`src/hw/mips_pkg.sv`:
```
/*
 * Shared widths, encodings and ALU select codes for the pipelined MIPS core.
 * Every stage module imports this package in its header.
 */
package mips_pkg;

	// --------------------
	// Widths and types
	// --------------------
	localparam int word_width = 32;
	localparam int reg_addr_width = 5;

	// Data or address word
	typedef logic [word_width-1:0] word_t;
	// Register number
	typedef logic [reg_addr_width-1:0] reg_addr_t;
	typedef logic [4:0] shamt_t;
	typedef logic [3:0] alu_op_t;
	typedef logic [5:0] opcode_t;

	// All-zero word, sll $0,$0,0
	localparam word_t nop = '0;

	// --------------------
	// Primary opcodes
	// --------------------
	localparam opcode_t op_special = 6'h00;
	localparam opcode_t op_beq = 6'h04;
	localparam opcode_t op_addiu = 6'h09;
	localparam opcode_t op_andi = 6'h0c;
	localparam opcode_t op_ori = 6'h0d;
	localparam opcode_t op_lui = 6'h0f;
	localparam opcode_t op_lw = 6'h23;
	localparam opcode_t op_sw = 6'h2b;

	// --------------------
	// Funct field, special only
	// --------------------
	localparam opcode_t fn_sll = 6'h00;
	localparam opcode_t fn_syscall = 6'h0c;
	localparam opcode_t fn_addu = 6'h21;
	localparam opcode_t fn_subu = 6'h23;
	localparam opcode_t fn_and = 6'h24;
	localparam opcode_t fn_or = 6'h25;
	localparam opcode_t fn_slt = 6'h2a;

	// ALU select codes
	localparam alu_op_t alu_add = 4'd0;
	localparam alu_op_t alu_sub = 4'd1;
	localparam alu_op_t alu_and = 4'd2;
	localparam alu_op_t alu_or = 4'd3;
	localparam alu_op_t alu_slt = 4'd4;
	localparam alu_op_t alu_sll = 4'd5;
	// Immediate into upper half
	localparam alu_op_t alu_lui = 4'd6;

endpackage
```
`src/hw/mips_core.sv`:
```
/*
 * Top level of the five-stage core; wires stages and hazard unit to memory ports.
 */
`timescale 1ns/1ps

module mips_core import mips_pkg::*; #(
	parameter word_t reset_vector = '0
) (
	input logic clock,
	input logic rst_n,
	input word_t instruction_in,
	input word_t data_in,
	output word_t instruction_address,
	output word_t data_address,
	output word_t data_out,
	output logic mem_read,
	output logic mem_write,
	output logic sys
);

	// --------------------
	// Stage wires
	// --------------------
	// IF/ID
	word_t instruction;
	word_t pc_plus4;
	// ID/EXE
	word_t ex_operand_a;
	word_t ex_operand_b;
	word_t ex_immediate;
	word_t ex_store_data;
	word_t ex_branch_target;
	reg_addr_t ex_rs;
	reg_addr_t ex_rt;
	reg_addr_t ex_destination;
	alu_op_t ex_alu_op;
	shamt_t ex_shamt;
	logic ex_use_immediate;
	logic ex_mem_read;
	logic ex_mem_write;
	logic ex_write_enable;
	logic ex_branch;
	logic ex_syscall;
	// Decode to hazard
	reg_addr_t id_rs;
	reg_addr_t id_rt;
	// Execute outputs
	logic branch_taken;
	word_t branch_target;
	logic mem_write_enable;
	logic mem_syscall;
	reg_addr_t mem_destination;
	// MEM/WB
	logic wb_enable;
	reg_addr_t wb_register;
	word_t wb_data;
	// Hazard
	logic stall;
	logic flush;

	mips_fetch #(
		.reset_vector(reset_vector)
	) u_fetch (
		.clock(clock),
		.rst_n(rst_n),
		.stall(stall),
		.flush(flush),
		.branch_taken(branch_taken),
		.branch_target(branch_target),
		.instruction_in(instruction_in),
		.instruction_address(instruction_address),
		.instruction(instruction),
		.pc_plus4(pc_plus4)
	);

	mips_decode u_decode (
		.clock(clock),
		.rst_n(rst_n),
		.stall(stall),
		.flush(flush),
		.instruction(instruction),
		.pc_plus4(pc_plus4),
		.wb_enable(wb_enable),
		.wb_register(wb_register),
		.wb_data(wb_data),
		.ex_operand_a(ex_operand_a),
		.ex_operand_b(ex_operand_b),
		.ex_immediate(ex_immediate),
		.ex_store_data(ex_store_data),
		.ex_branch_target(ex_branch_target),
		.ex_rs(ex_rs),
		.ex_rt(ex_rt),
		.ex_destination(ex_destination),
		.ex_alu_op(ex_alu_op),
		.ex_shamt(ex_shamt),
		.ex_use_immediate(ex_use_immediate),
		.ex_mem_read(ex_mem_read),
		.ex_mem_write(ex_mem_write),
		.ex_write_enable(ex_write_enable),
		.ex_branch(ex_branch),
		.ex_syscall(ex_syscall),
		.id_rs(id_rs),
		.id_rt(id_rt)
	);

	// EXE/MEM drives the data memory ports directly
	mips_execute u_execute (
		.clock(clock),
		.rst_n(rst_n),
		.ex_operand_a(ex_operand_a),
		.ex_operand_b(ex_operand_b),
		.ex_immediate(ex_immediate),
		.ex_store_data(ex_store_data),
		.ex_branch_target(ex_branch_target),
		.ex_rs(ex_rs),
		.ex_rt(ex_rt),
		.ex_destination(ex_destination),
		.ex_alu_op(ex_alu_op),
		.ex_shamt(ex_shamt),
		.ex_use_immediate(ex_use_immediate),
		.ex_mem_read(ex_mem_read),
		.ex_mem_write(ex_mem_write),
		.ex_write_enable(ex_write_enable),
		.ex_branch(ex_branch),
		.ex_syscall(ex_syscall),
		.wb_enable(wb_enable),
		.wb_register(wb_register),
		.wb_data(wb_data),
		.branch_taken(branch_taken),
		.branch_target(branch_target),
		.data_address(data_address),
		.data_out(data_out),
		.mem_read(mem_read),
		.mem_write(mem_write),
		.mem_write_enable(mem_write_enable),
		.mem_syscall(mem_syscall),
		.mem_destination(mem_destination)
	);

	mips_memory u_memory (
		.clock(clock),
		.rst_n(rst_n),
		.mem_read(mem_read),
		.mem_write_enable(mem_write_enable),
		.mem_syscall(mem_syscall),
		.data_address(data_address),
		.data_in(data_in),
		.mem_destination(mem_destination),
		.wb_enable(wb_enable),
		.wb_register(wb_register),
		.wb_data(wb_data),
		.sys(sys)
	);

	mips_hazard u_hazard (
		.clock(clock),
		.rst_n(rst_n),
		.id_rs(id_rs),
		.id_rt(id_rt),
		.ex_destination(ex_destination),
		.ex_mem_read(ex_mem_read),
		.branch_taken(branch_taken),
		.stall(stall),
		.flush(flush)
	);

endmodule

```
`src/hw/mips_hazard.sv`:
```
/*
 * Hazard unit that drives load-use stall and branch flush into fetch and decode.
 * The logic is combinational and the clock only samples the assertion.
 */
`timescale 1ns/1ps

module mips_hazard import mips_pkg::*; (
	input logic clock,
	input logic rst_n,
	input reg_addr_t id_rs,
	input reg_addr_t id_rt,
	input reg_addr_t ex_destination,
	input logic ex_mem_read,
	input logic branch_taken,
	output logic stall,
	output logic flush
);

	logic load_use;

	// Unread sources arrive as $0 and never match
	assign load_use = ex_mem_read && (ex_destination != '0) &&
		(ex_destination == id_rs || ex_destination == id_rt);

	// Flush overrides the stall
	assign flush = branch_taken;
	assign stall = load_use && !branch_taken;

	// --------------------
	// Checks
	// --------------------
	// The bubble put into ID/EXE must clear the hazard next cycle
	a_single_stall: assert property (@(posedge clock) disable iff (!rst_n)
		stall |=> !stall);

endmodule

```
`src/hw/mips_memory.sv`:
```
/*
 * Memory stage: picks loaded data or the ALU result and loads MEM/WB.
 * The registered syscall bit is the one-cycle sys pulse.
 */
`timescale 1ns/1ps

module mips_memory import mips_pkg::*; (
	input logic clock,
	input logic rst_n,
	input logic mem_read,
	input logic mem_write_enable,
	input logic mem_syscall,
	input word_t data_address,
	input word_t data_in,
	input reg_addr_t mem_destination,
	output logic wb_enable,
	output reg_addr_t wb_register,
	output word_t wb_data,
	output logic sys
);

	word_t result;

	// Data returns in the same cycle as the address
	assign result = mem_read ? data_in : data_address;

	// --------------------
	// MEM/WB register
	// --------------------
	always_ff @(posedge clock) begin
		if (!rst_n) begin
			wb_enable <= 1'b0;
			sys <= 1'b0;
		end else begin
			wb_enable <= mem_write_enable;
			// High while the syscall sits in MEM/WB
			sys <= mem_syscall;
		end
	end

	always_ff @(posedge clock) begin
		wb_register <= mem_destination;
		wb_data <= result;
	end

endmodule

```
`src/hw/mips_execute.sv`:
```
/*
 * Execute stage: operand forwarding, ALU, beq compare and the EXE/MEM register.
 * A taken branch is reported combinationally to fetch and the hazard unit.
 */
`timescale 1ns/1ps

module mips_execute import mips_pkg::*; (
	input logic clock,
	input logic rst_n,
	input word_t ex_operand_a,
	input word_t ex_operand_b,
	input word_t ex_immediate,
	input word_t ex_store_data,
	input word_t ex_branch_target,
	input reg_addr_t ex_rs,
	input reg_addr_t ex_rt,
	input reg_addr_t ex_destination,
	input alu_op_t ex_alu_op,
	input shamt_t ex_shamt,
	input logic ex_use_immediate,
	input logic ex_mem_read,
	input logic ex_mem_write,
	input logic ex_write_enable,
	input logic ex_branch,
	input logic ex_syscall,
	input logic wb_enable,
	input reg_addr_t wb_register,
	input word_t wb_data,
	output logic branch_taken,
	output word_t branch_target,
	output word_t data_address,
	output word_t data_out,
	output logic mem_read,
	output logic mem_write,
	output logic mem_write_enable,
	output logic mem_syscall,
	output reg_addr_t mem_destination
);

	word_t fwd_a;
	word_t fwd_b;
	word_t fwd_store;
	word_t alu_b;
	word_t alu_result;

	// Youngest producer first, $0 never forwarded
	function automatic word_t forward(input word_t base, input reg_addr_t src);
		if (src == '0) begin
			return base;
		end else if (mem_write_enable && mem_destination == src) begin
			return data_address;
		end else if (wb_enable && wb_register == src) begin
			return wb_data;
		end
		return base;
	endfunction

	// --------------------
	// Forwarding
	// --------------------
	always_comb begin
		fwd_a = forward(ex_operand_a, ex_rs);
		fwd_b = forward(ex_operand_b, ex_rt);
		// Store data sees the same bypass as rt
		fwd_store = forward(ex_store_data, ex_rt);
	end

	assign alu_b = ex_use_immediate ? ex_immediate : fwd_b;

	// --------------------
	// ALU
	// --------------------
	always_comb begin
		case (ex_alu_op)
			alu_add: alu_result = fwd_a + alu_b;
			alu_sub: alu_result = fwd_a - alu_b;
			alu_and: alu_result = fwd_a & alu_b;
			alu_or: alu_result = fwd_a | alu_b;
			alu_slt: alu_result = ($signed(fwd_a) < $signed(alu_b)) ? 32'd1 : 32'd0;
			// Shift of rt by shamt
			alu_sll: alu_result = alu_b << ex_shamt;
			alu_lui: alu_result = {alu_b[15:0], 16'h0000};
			default: alu_result = '0;
		endcase
	end

	// beq resolved here, no delay slot
	assign branch_taken = ex_branch && (fwd_a == fwd_b);
	assign branch_target = ex_branch_target;

	// --------------------
	// EXE/MEM register
	// --------------------
	always_ff @(posedge clock) begin
		if (!rst_n) begin
			mem_read <= 1'b0;
			mem_write <= 1'b0;
			mem_write_enable <= 1'b0;
			mem_syscall <= 1'b0;
		end else begin
			mem_read <= ex_mem_read;
			mem_write <= ex_mem_write;
			mem_write_enable <= ex_write_enable;
			mem_syscall <= ex_syscall;
		end
	end

	// Address doubles as the ALU result for writeback
	always_ff @(posedge clock) begin
		data_address <= alu_result;
		data_out <= fwd_store;
		mem_destination <= ex_destination;
	end

	// Decode never sets both, bubbles clear both
	a_rw_exclusive: assert property (@(posedge clock) disable iff (!rst_n)
		!(mem_read && mem_write));

endmodule

```
`src/hw/mips_decode.sv`:
```
/*
 * Decode stage: control decode, immediate extension, register file and ID/EXE.
 * Unknown encodings become no-operations; a stall or flush enters a bubble.
 */
`timescale 1ns/1ps

module mips_decode import mips_pkg::*; (
	input logic clock,
	input logic rst_n,
	input logic stall,
	input logic flush,
	input word_t instruction,
	input word_t pc_plus4,
	input logic wb_enable,
	input reg_addr_t wb_register,
	input word_t wb_data,
	output word_t ex_operand_a,
	output word_t ex_operand_b,
	output word_t ex_immediate,
	output word_t ex_store_data,
	output word_t ex_branch_target,
	output reg_addr_t ex_rs,
	output reg_addr_t ex_rt,
	output reg_addr_t ex_destination,
	output alu_op_t ex_alu_op,
	output shamt_t ex_shamt,
	output logic ex_use_immediate,
	output logic ex_mem_read,
	output logic ex_mem_write,
	output logic ex_write_enable,
	output logic ex_branch,
	output logic ex_syscall,
	output reg_addr_t id_rs,
	output reg_addr_t id_rt
);

	// Instruction fields
	opcode_t opcode;
	opcode_t funct;
	reg_addr_t rs;
	reg_addr_t rt;
	reg_addr_t rd;
	logic [15:0] imm16;

	// Decoded controls
	alu_op_t alu_op;
	reg_addr_t destination;
	word_t immediate;
	logic use_immediate;
	logic sign_extend;
	logic reads_rs;
	logic reads_rt;
	logic write_enable;
	logic mem_read;
	logic mem_write;
	logic branch;
	logic syscall;

	word_t regs [32];
	word_t read_a;
	word_t read_b;

	assign opcode = instruction[31:26];
	assign rs = instruction[25:21];
	assign rt = instruction[20:16];
	assign rd = instruction[15:11];
	assign funct = instruction[5:0];
	assign imm16 = instruction[15:0];

	// --------------------
	// Control decode
	// --------------------
	always_comb begin
		alu_op = alu_add;
		destination = rt;
		use_immediate = 1'b1;
		sign_extend = 1'b1;
		reads_rs = 1'b1;
		reads_rt = 1'b0;
		write_enable = 1'b0;
		mem_read = 1'b0;
		mem_write = 1'b0;
		branch = 1'b0;
		syscall = 1'b0;
		case (opcode)
			op_special: begin
				destination = rd;
				use_immediate = 1'b0;
				reads_rt = 1'b1;
				write_enable = 1'b1;
				case (funct)
					fn_addu: alu_op = alu_add;
					fn_subu: alu_op = alu_sub;
					fn_and: alu_op = alu_and;
					fn_or: alu_op = alu_or;
					fn_slt: alu_op = alu_slt;
					fn_sll: begin
						alu_op = alu_sll;
						reads_rs = 1'b0;
					end
					fn_syscall: begin
						syscall = 1'b1;
						write_enable = 1'b0;
						reads_rs = 1'b0;
						reads_rt = 1'b0;
					end
					// Anything else is dropped as a nop
					default: begin
						write_enable = 1'b0;
						reads_rs = 1'b0;
						reads_rt = 1'b0;
					end
				endcase
			end
			op_addiu: write_enable = 1'b1;
			op_andi: begin
				alu_op = alu_and;
				sign_extend = 1'b0;
				write_enable = 1'b1;
			end
			op_ori: begin
				alu_op = alu_or;
				sign_extend = 1'b0;
				write_enable = 1'b1;
			end
			op_lui: begin
				alu_op = alu_lui;
				sign_extend = 1'b0;
				reads_rs = 1'b0;
				write_enable = 1'b1;
			end
			op_lw: begin
				mem_read = 1'b1;
				write_enable = 1'b1;
			end
			op_sw: begin
				mem_write = 1'b1;
				reads_rt = 1'b1;
			end
			op_beq: begin
				alu_op = alu_sub;
				use_immediate = 1'b0;
				reads_rt = 1'b1;
				branch = 1'b1;
			end
			default: reads_rs = 1'b0;
		endcase
	end

	assign immediate = sign_extend ? {{16{imm16[15]}}, imm16} : {16'h0000, imm16};

	// Unused sources read as zero so the hazard unit ignores them
	assign id_rs = reads_rs ? rs : '0;
	assign id_rt = reads_rt ? rt : '0;

	// --------------------
	// Register file
	// --------------------
	always_ff @(posedge clock) begin
		if (wb_enable) begin
			regs[wb_register] <= wb_data;
		end
	end

	// Zero hardwired, writeback visible in the same cycle
	assign read_a = (rs == '0) ? '0 :
		(wb_enable && wb_register == rs) ? wb_data : regs[rs];
	assign read_b = (rt == '0) ? '0 :
		(wb_enable && wb_register == rt) ? wb_data : regs[rt];

	// --------------------
	// ID/EXE register
	// --------------------
	always_ff @(posedge clock) begin
		if (!rst_n || stall || flush) begin
			ex_write_enable <= 1'b0;
			ex_mem_read <= 1'b0;
			ex_mem_write <= 1'b0;
			ex_branch <= 1'b0;
			ex_syscall <= 1'b0;
		end else begin
			// Writes to $0 die here
			ex_write_enable <= write_enable && (destination != '0);
			ex_mem_read <= mem_read;
			ex_mem_write <= mem_write;
			ex_branch <= branch;
			ex_syscall <= syscall;
		end
	end

	always_ff @(posedge clock) begin
		ex_operand_a <= read_a;
		ex_operand_b <= read_b;
		ex_store_data <= read_b;
		ex_immediate <= immediate;
		ex_branch_target <= pc_plus4 + {immediate[29:0], 2'b00};
		ex_rs <= id_rs;
		ex_rt <= id_rt;
		ex_destination <= destination;
		ex_alu_op <= alu_op;
		ex_shamt <= instruction[10:6];
		ex_use_immediate <= use_immediate;
	end

	// Writes to $0 must be filtered before they reach writeback
	a_no_r0_write: assert property (@(posedge clock) disable iff (!rst_n)
		wb_enable |-> wb_register != '0);

endmodule

```
`src/hw/mips_fetch.sv`:
```
/*
 * Fetch stage: program counter and the IF/ID register.
 * Stall holds both, flush inserts a no-operation, a taken branch redirects.
 */
`timescale 1ns/1ps

module mips_fetch import mips_pkg::*; #(
	parameter word_t reset_vector = '0
) (
	input logic clock,
	input logic rst_n,
	input logic stall,
	input logic flush,
	input logic branch_taken,
	input word_t branch_target,
	input word_t instruction_in,
	output word_t instruction_address,
	output word_t instruction,
	output word_t pc_plus4
);

	word_t pc;
	word_t next_sequential;

	assign next_sequential = pc + 32'd4;
	assign instruction_address = pc;

	// --------------------
	// Program counter
	// --------------------
	always_ff @(posedge clock) begin
		if (!rst_n) begin
			pc <= reset_vector;
		end else if (branch_taken) begin
			// Redirect wins over a load-use hold
			pc <= branch_target;
		end else if (!stall) begin
			pc <= next_sequential;
		end
	end

	// --------------------
	// IF/ID register
	// --------------------
	always_ff @(posedge clock) begin
		if (!rst_n || flush) begin
			instruction <= nop;
		end else if (!stall) begin
			instruction <= instruction_in;
		end
	end

	// Return address payload, meaningless under a nop
	always_ff @(posedge clock) begin
		if (!stall) begin
			pc_plus4 <= next_sequential;
		end
	end

	// Branch targets come from execute, fetch must stay on word boundaries
	a_pc_aligned: assert property (@(posedge clock) disable iff (!rst_n)
		pc[1:0] == 2'b00);

endmodule

```
`config.mk`:
```
export PLATFORM = sky130hd
export DESIGN_NAME = mips_core
export DESIGN_NICKNAME = d
export VERILOG_FILES = /design/src/hw/mips_pkg.sv /design/src/hw/mips_core.sv /design/src/hw/mips_hazard.sv /design/src/hw/mips_memory.sv /design/src/hw/mips_execute.sv /design/src/hw/mips_decode.sv /design/src/hw/mips_fetch.sv
export SDC_FILE = /design/constraint.sdc
export NUM_CORES = 2
export LEC_CHECK = 0
export ABC_AREA = 0
export ABC_CLOCK_PERIOD_IN_PS = 5300
export BUFFER_PORTS_ARGS = -buffer_cell sky130_fd_sc_hd__buf_2
export CELL_PAD_IN_SITES_DETAIL_PLACEMENT = 1
export CELL_PAD_IN_SITES_GLOBAL_PLACEMENT = 2
export CORE_MARGIN = 1
export CORE_UTILIZATION = 35
export CTS_BUF_LIST = sky130_fd_sc_hd__clkbuf_8
export CTS_CLUSTER_SIZE = 8
export DETAILED_ROUTE_END_ITERATION = 8
export PLACE_DENSITY = 0.71
export SLEW_MARGIN = 20
export SYNTH_ARGS = -nofsm -noshare
export SYNTH_HDL_FRONTEND = slang
export SYNTH_SLANG_ARGS = --single-unit
```
`constraint.sdc`:
```
create_clock -name clock -period 5.3 [get_ports clock]
set_input_delay 0.795 -clock clock [delete_from_list [all_inputs] [get_ports clock]]
set_output_delay 0.795 -clock clock [all_outputs]
set_load 0.02 [all_outputs]
```
==> reports/results.txt <==
Final setup margin - 0.179 ns
Req. time, crit path - 6.13 ns
# Max-Cap Violations - 0
Starting density of the core - 35.3%
Vias post-DR - 47400
Final Util - 41.5%
Port Buffer Count - 164
Worst slew pin tran - 1.19 ns
Asr flop ratio synth - 0%
Fmax - 195 MHz
Die Ht - 446 µm
CTS tree - done
Final Slew Violations - 0
Clk_lat worst skew - 1.01 ns
Synth Flop Type - edfxtp_1
Post-Syn Nets - 4853
DP Cell Count - 7542
Row cnt - 162
Commonest non-fill, non-tap cells in the layout - 1056 x edfxtp_1, 579 x mux4_2, 402 x buf_4
First-pass GRT wire length - 367000 µm
Post-synthesis cell count - 4645
Post-synthesis cell type count - 93
Wire per inst - 32.6 µm
Sequential share of the synthesized area - 55.2%
EDFF count, synth - 1056
Drt initial violations - 4825
TritonCTS Sinks - 1370
Final period util - 96.6%
Max transition margin - 20.8%
Synth-to-Final Area Change - 17.6%
GRT Util Overall - 26.0%
Clock buffer depth - 3
Die width - 446 µm
Critical path launch point type - register
Clock-pin slew on the worst setup and hold paths - 0.07 ns
CTS H-Tree Depth - 4
Status - complete, no violations
Setup CP Type - register to register
Grt ovf - 0
Most used cell, CP - buf_4
P per Cell Area - 356 nW/µm²
Total power - 28.8 mW
CP peak stage delay - 0.53 ns
Yosys warns - 0
Layout cell share with drive strength beyond 1 - 32.9%
Final ANT Viol Nets - 0
Setup slack at placement - -0.174 ns
Setup TNS - 0 ns
Fin Clk Skew - 0.0692 ns
Syn_area_per_cell - 14.8 µm²
Post-layout instance area - 81000 µm²
CP Capture Type - register
GPL Wtd Cong - 0.988
FF+latch count, synth - 1370
Leak - 28.2 nW
Family with the most delay on the worst path - compound AO/OA/AOI/OAI gates
DRT Pass-1 Iters - 8
DRC Markers - 0
Cell Area, Synth - 68900 µm²
Nets - 5407
Initial antenna violation count - 11
CORE AREA - 195000 µm²
IO Pins - 165
CP arrival - 5.95 ns
Min cycle time layout - 5.12 ns
Vias/cell - 5.92
Final setup viols - 0
Slowest stage cell, crit path - or4_4
Critical path peak fanout - 5
Largest net degree at the start of global routing - 89
Vias in the first global route - 48800
Critical path cell sequence - or4_4 > and3_1 > a221oi_2 > o21bai_4 > buf_12 > buf_4 > nor2_1 > a21oi_2 > inv_1 > buf_4 > ha_1 > buf_4 > o31a_1 > o211a_1 > a2111oi_4 > buf_4 > o21bai_2 > o211ai_1 > o311ai_1 > o311ai_1 > xor2_1 > o211ai_1
Inserted Clock Buffers - 231
WHS - 0.0971 ns
Die ar. - 199000 µm²
HPWL after DPL - 181000 µm
Worst min path class - input port to register
Worst path bufs/invs - 6
Final hold vios - 0
DRT Wirelength - 261000 µm
Placed cell area - 75700 µm²
Most common cell after layout, fill and taps aside - edfxtp_1
Root Buffer - clkbuf_8
Max VDD drop - 0.243 mV
Cell Count, Final, Fillers Out - 8011
power breakdown:
group | internal [mW] | switching [mW] | total, mW
Sequential | 13.0 | 0.843 | 13.8
Clock | 4.38 | 4.54 | 8.91
Combinational | 2.14 | 3.93 | 6.07
Total | 19.5 | 9.32 | 28.8
state kept, by name, summed over array words and instances, names as in the netlist, 5 cells and up:
name and cells:
u_decode.regs 1024, u_execute.data_out 32, u_decode.ex_immediate 14, u_decode.ex_operand_b 32
u_memory.wb_data 32, u_decode.ex_operand_a 32, u_fetch.instruction 32, u_decode.ex_branch_target 32
u_decode.ex_destination 5, u_fetch.pc_plus4 32, u_fetch.instruction_address 32, u_memory.wb_register 5
u_decode.ex_rt 5, u_decode.ex_rs 5, u_execute.data_address 32, u_execute.mem_destination 5
worst register-to-register path, cell delays in order (launching register included):
cell	delay (ns)
dfxtp_1	0.33
or4_4	0.53
and3_1	0.21
a221oi_2	0.22
o21bai_4	0.24
buf_12	0.19
buf_4	0.12
nor2_1	0.05
a21oi_2	0.13
inv_1	0.08
buf_4	0.14
ha_1	0.32
buf_4	0.15
o31a_1	0.34
o211a_1	0.31
a2111oi_4	0.32
buf_4	0.18
o21bai_2	0.11
o211ai_1	0.22
o311ai_1	0.18
o311ai_1	0.37
xor2_1	0.18
o211ai_1	0.10
routing by layer:
layer / GRT usage [%] / vias up / wire, µm
met4: 10.3 / 6 / 10800
met5: 0 / - / 29
met3: 4.50 / 461 / 18800
met2: 41.7 / 2063 / 123000
li1: - / 19600 / -
met1: 34.9 / 25300 / 108000
kinds of logic (layout without fill, tap and decap cells):
kind of cell	count (synthesis)	in the layout	share of synthesized area [%]
and+or+nand+nor	826	826	5.68
xor gates and xnor gates	178	178	2.26
AOI/OAI and AO/OA	751	751	7.57
muxes	907	907	23.9
buffers and inverters	471	1206	2.79
adders and majority gates	142	142	2.61
DFF	1370	1370	55.2
other	0	7	0
synth_stat cells, drive strengths merged, types with 50 or more instances:
cell type,instances,share of area [%]
o22ai,50,0.46
nor3,51,0.37
a211oi,123,1.5
nor2,257,1.4
clkbuf,202,1.1
dfxtp,314,9.1
ha,139,2.5
mux4,579,19
inv,139,0.76
mux2i,213,3.1
xor2,82,1.0
buf,128,0.92
xnor2,96,1.2
nand2,249,1.4
edfxtp,1056,46
a21oi,157,1.2
mux2,115,1.9
o21ai,144,1.0
final cells by class:
cell class | instances | area, µm²
Inverter | 141 | 529
Fill cell | 19700 | 114000
Clock buffer | 244 | 3360
Sequential cell | 1370 | 38100
Tap cell | 2624 | 3280
Timing Repair Buffer | 651 | 5140
Multi-Input combinational cell | 2804 | 29700
Clock inverter | 170 | 902
Antenna cell | 7 | 17.5
what timing repair did:
action                                  in CTS  in global routing
pin swaps                                    0                 13
hold endpoints to repair                    43                  0
endpoints found under the setup margin       7                 16
gates resized for setup                      9                 83
hold buffers                                43                  0
buffers inserted                             2                  2
gates cloned                                 0                  1
path summary, 6_finish.rpt:
path | start | to | slack, ns | cells after the start
min | instruction_in[28] | u_fetch.instruction[28] | 0.1 | 3
min reg2reg | u_fetch.pc_plus4[1] | u_decode.ex_branch_target[1] | 0.35 | 0
max | u_decode.ex_rs[0] | u_execute.data_address[31] | 0.18 | 22
max reg2reg | u_decode.ex_rs[0] | u_execute.data_address[31] | 0.18 | 22
No activity file was read; power rests on OpenSTA's default activity.
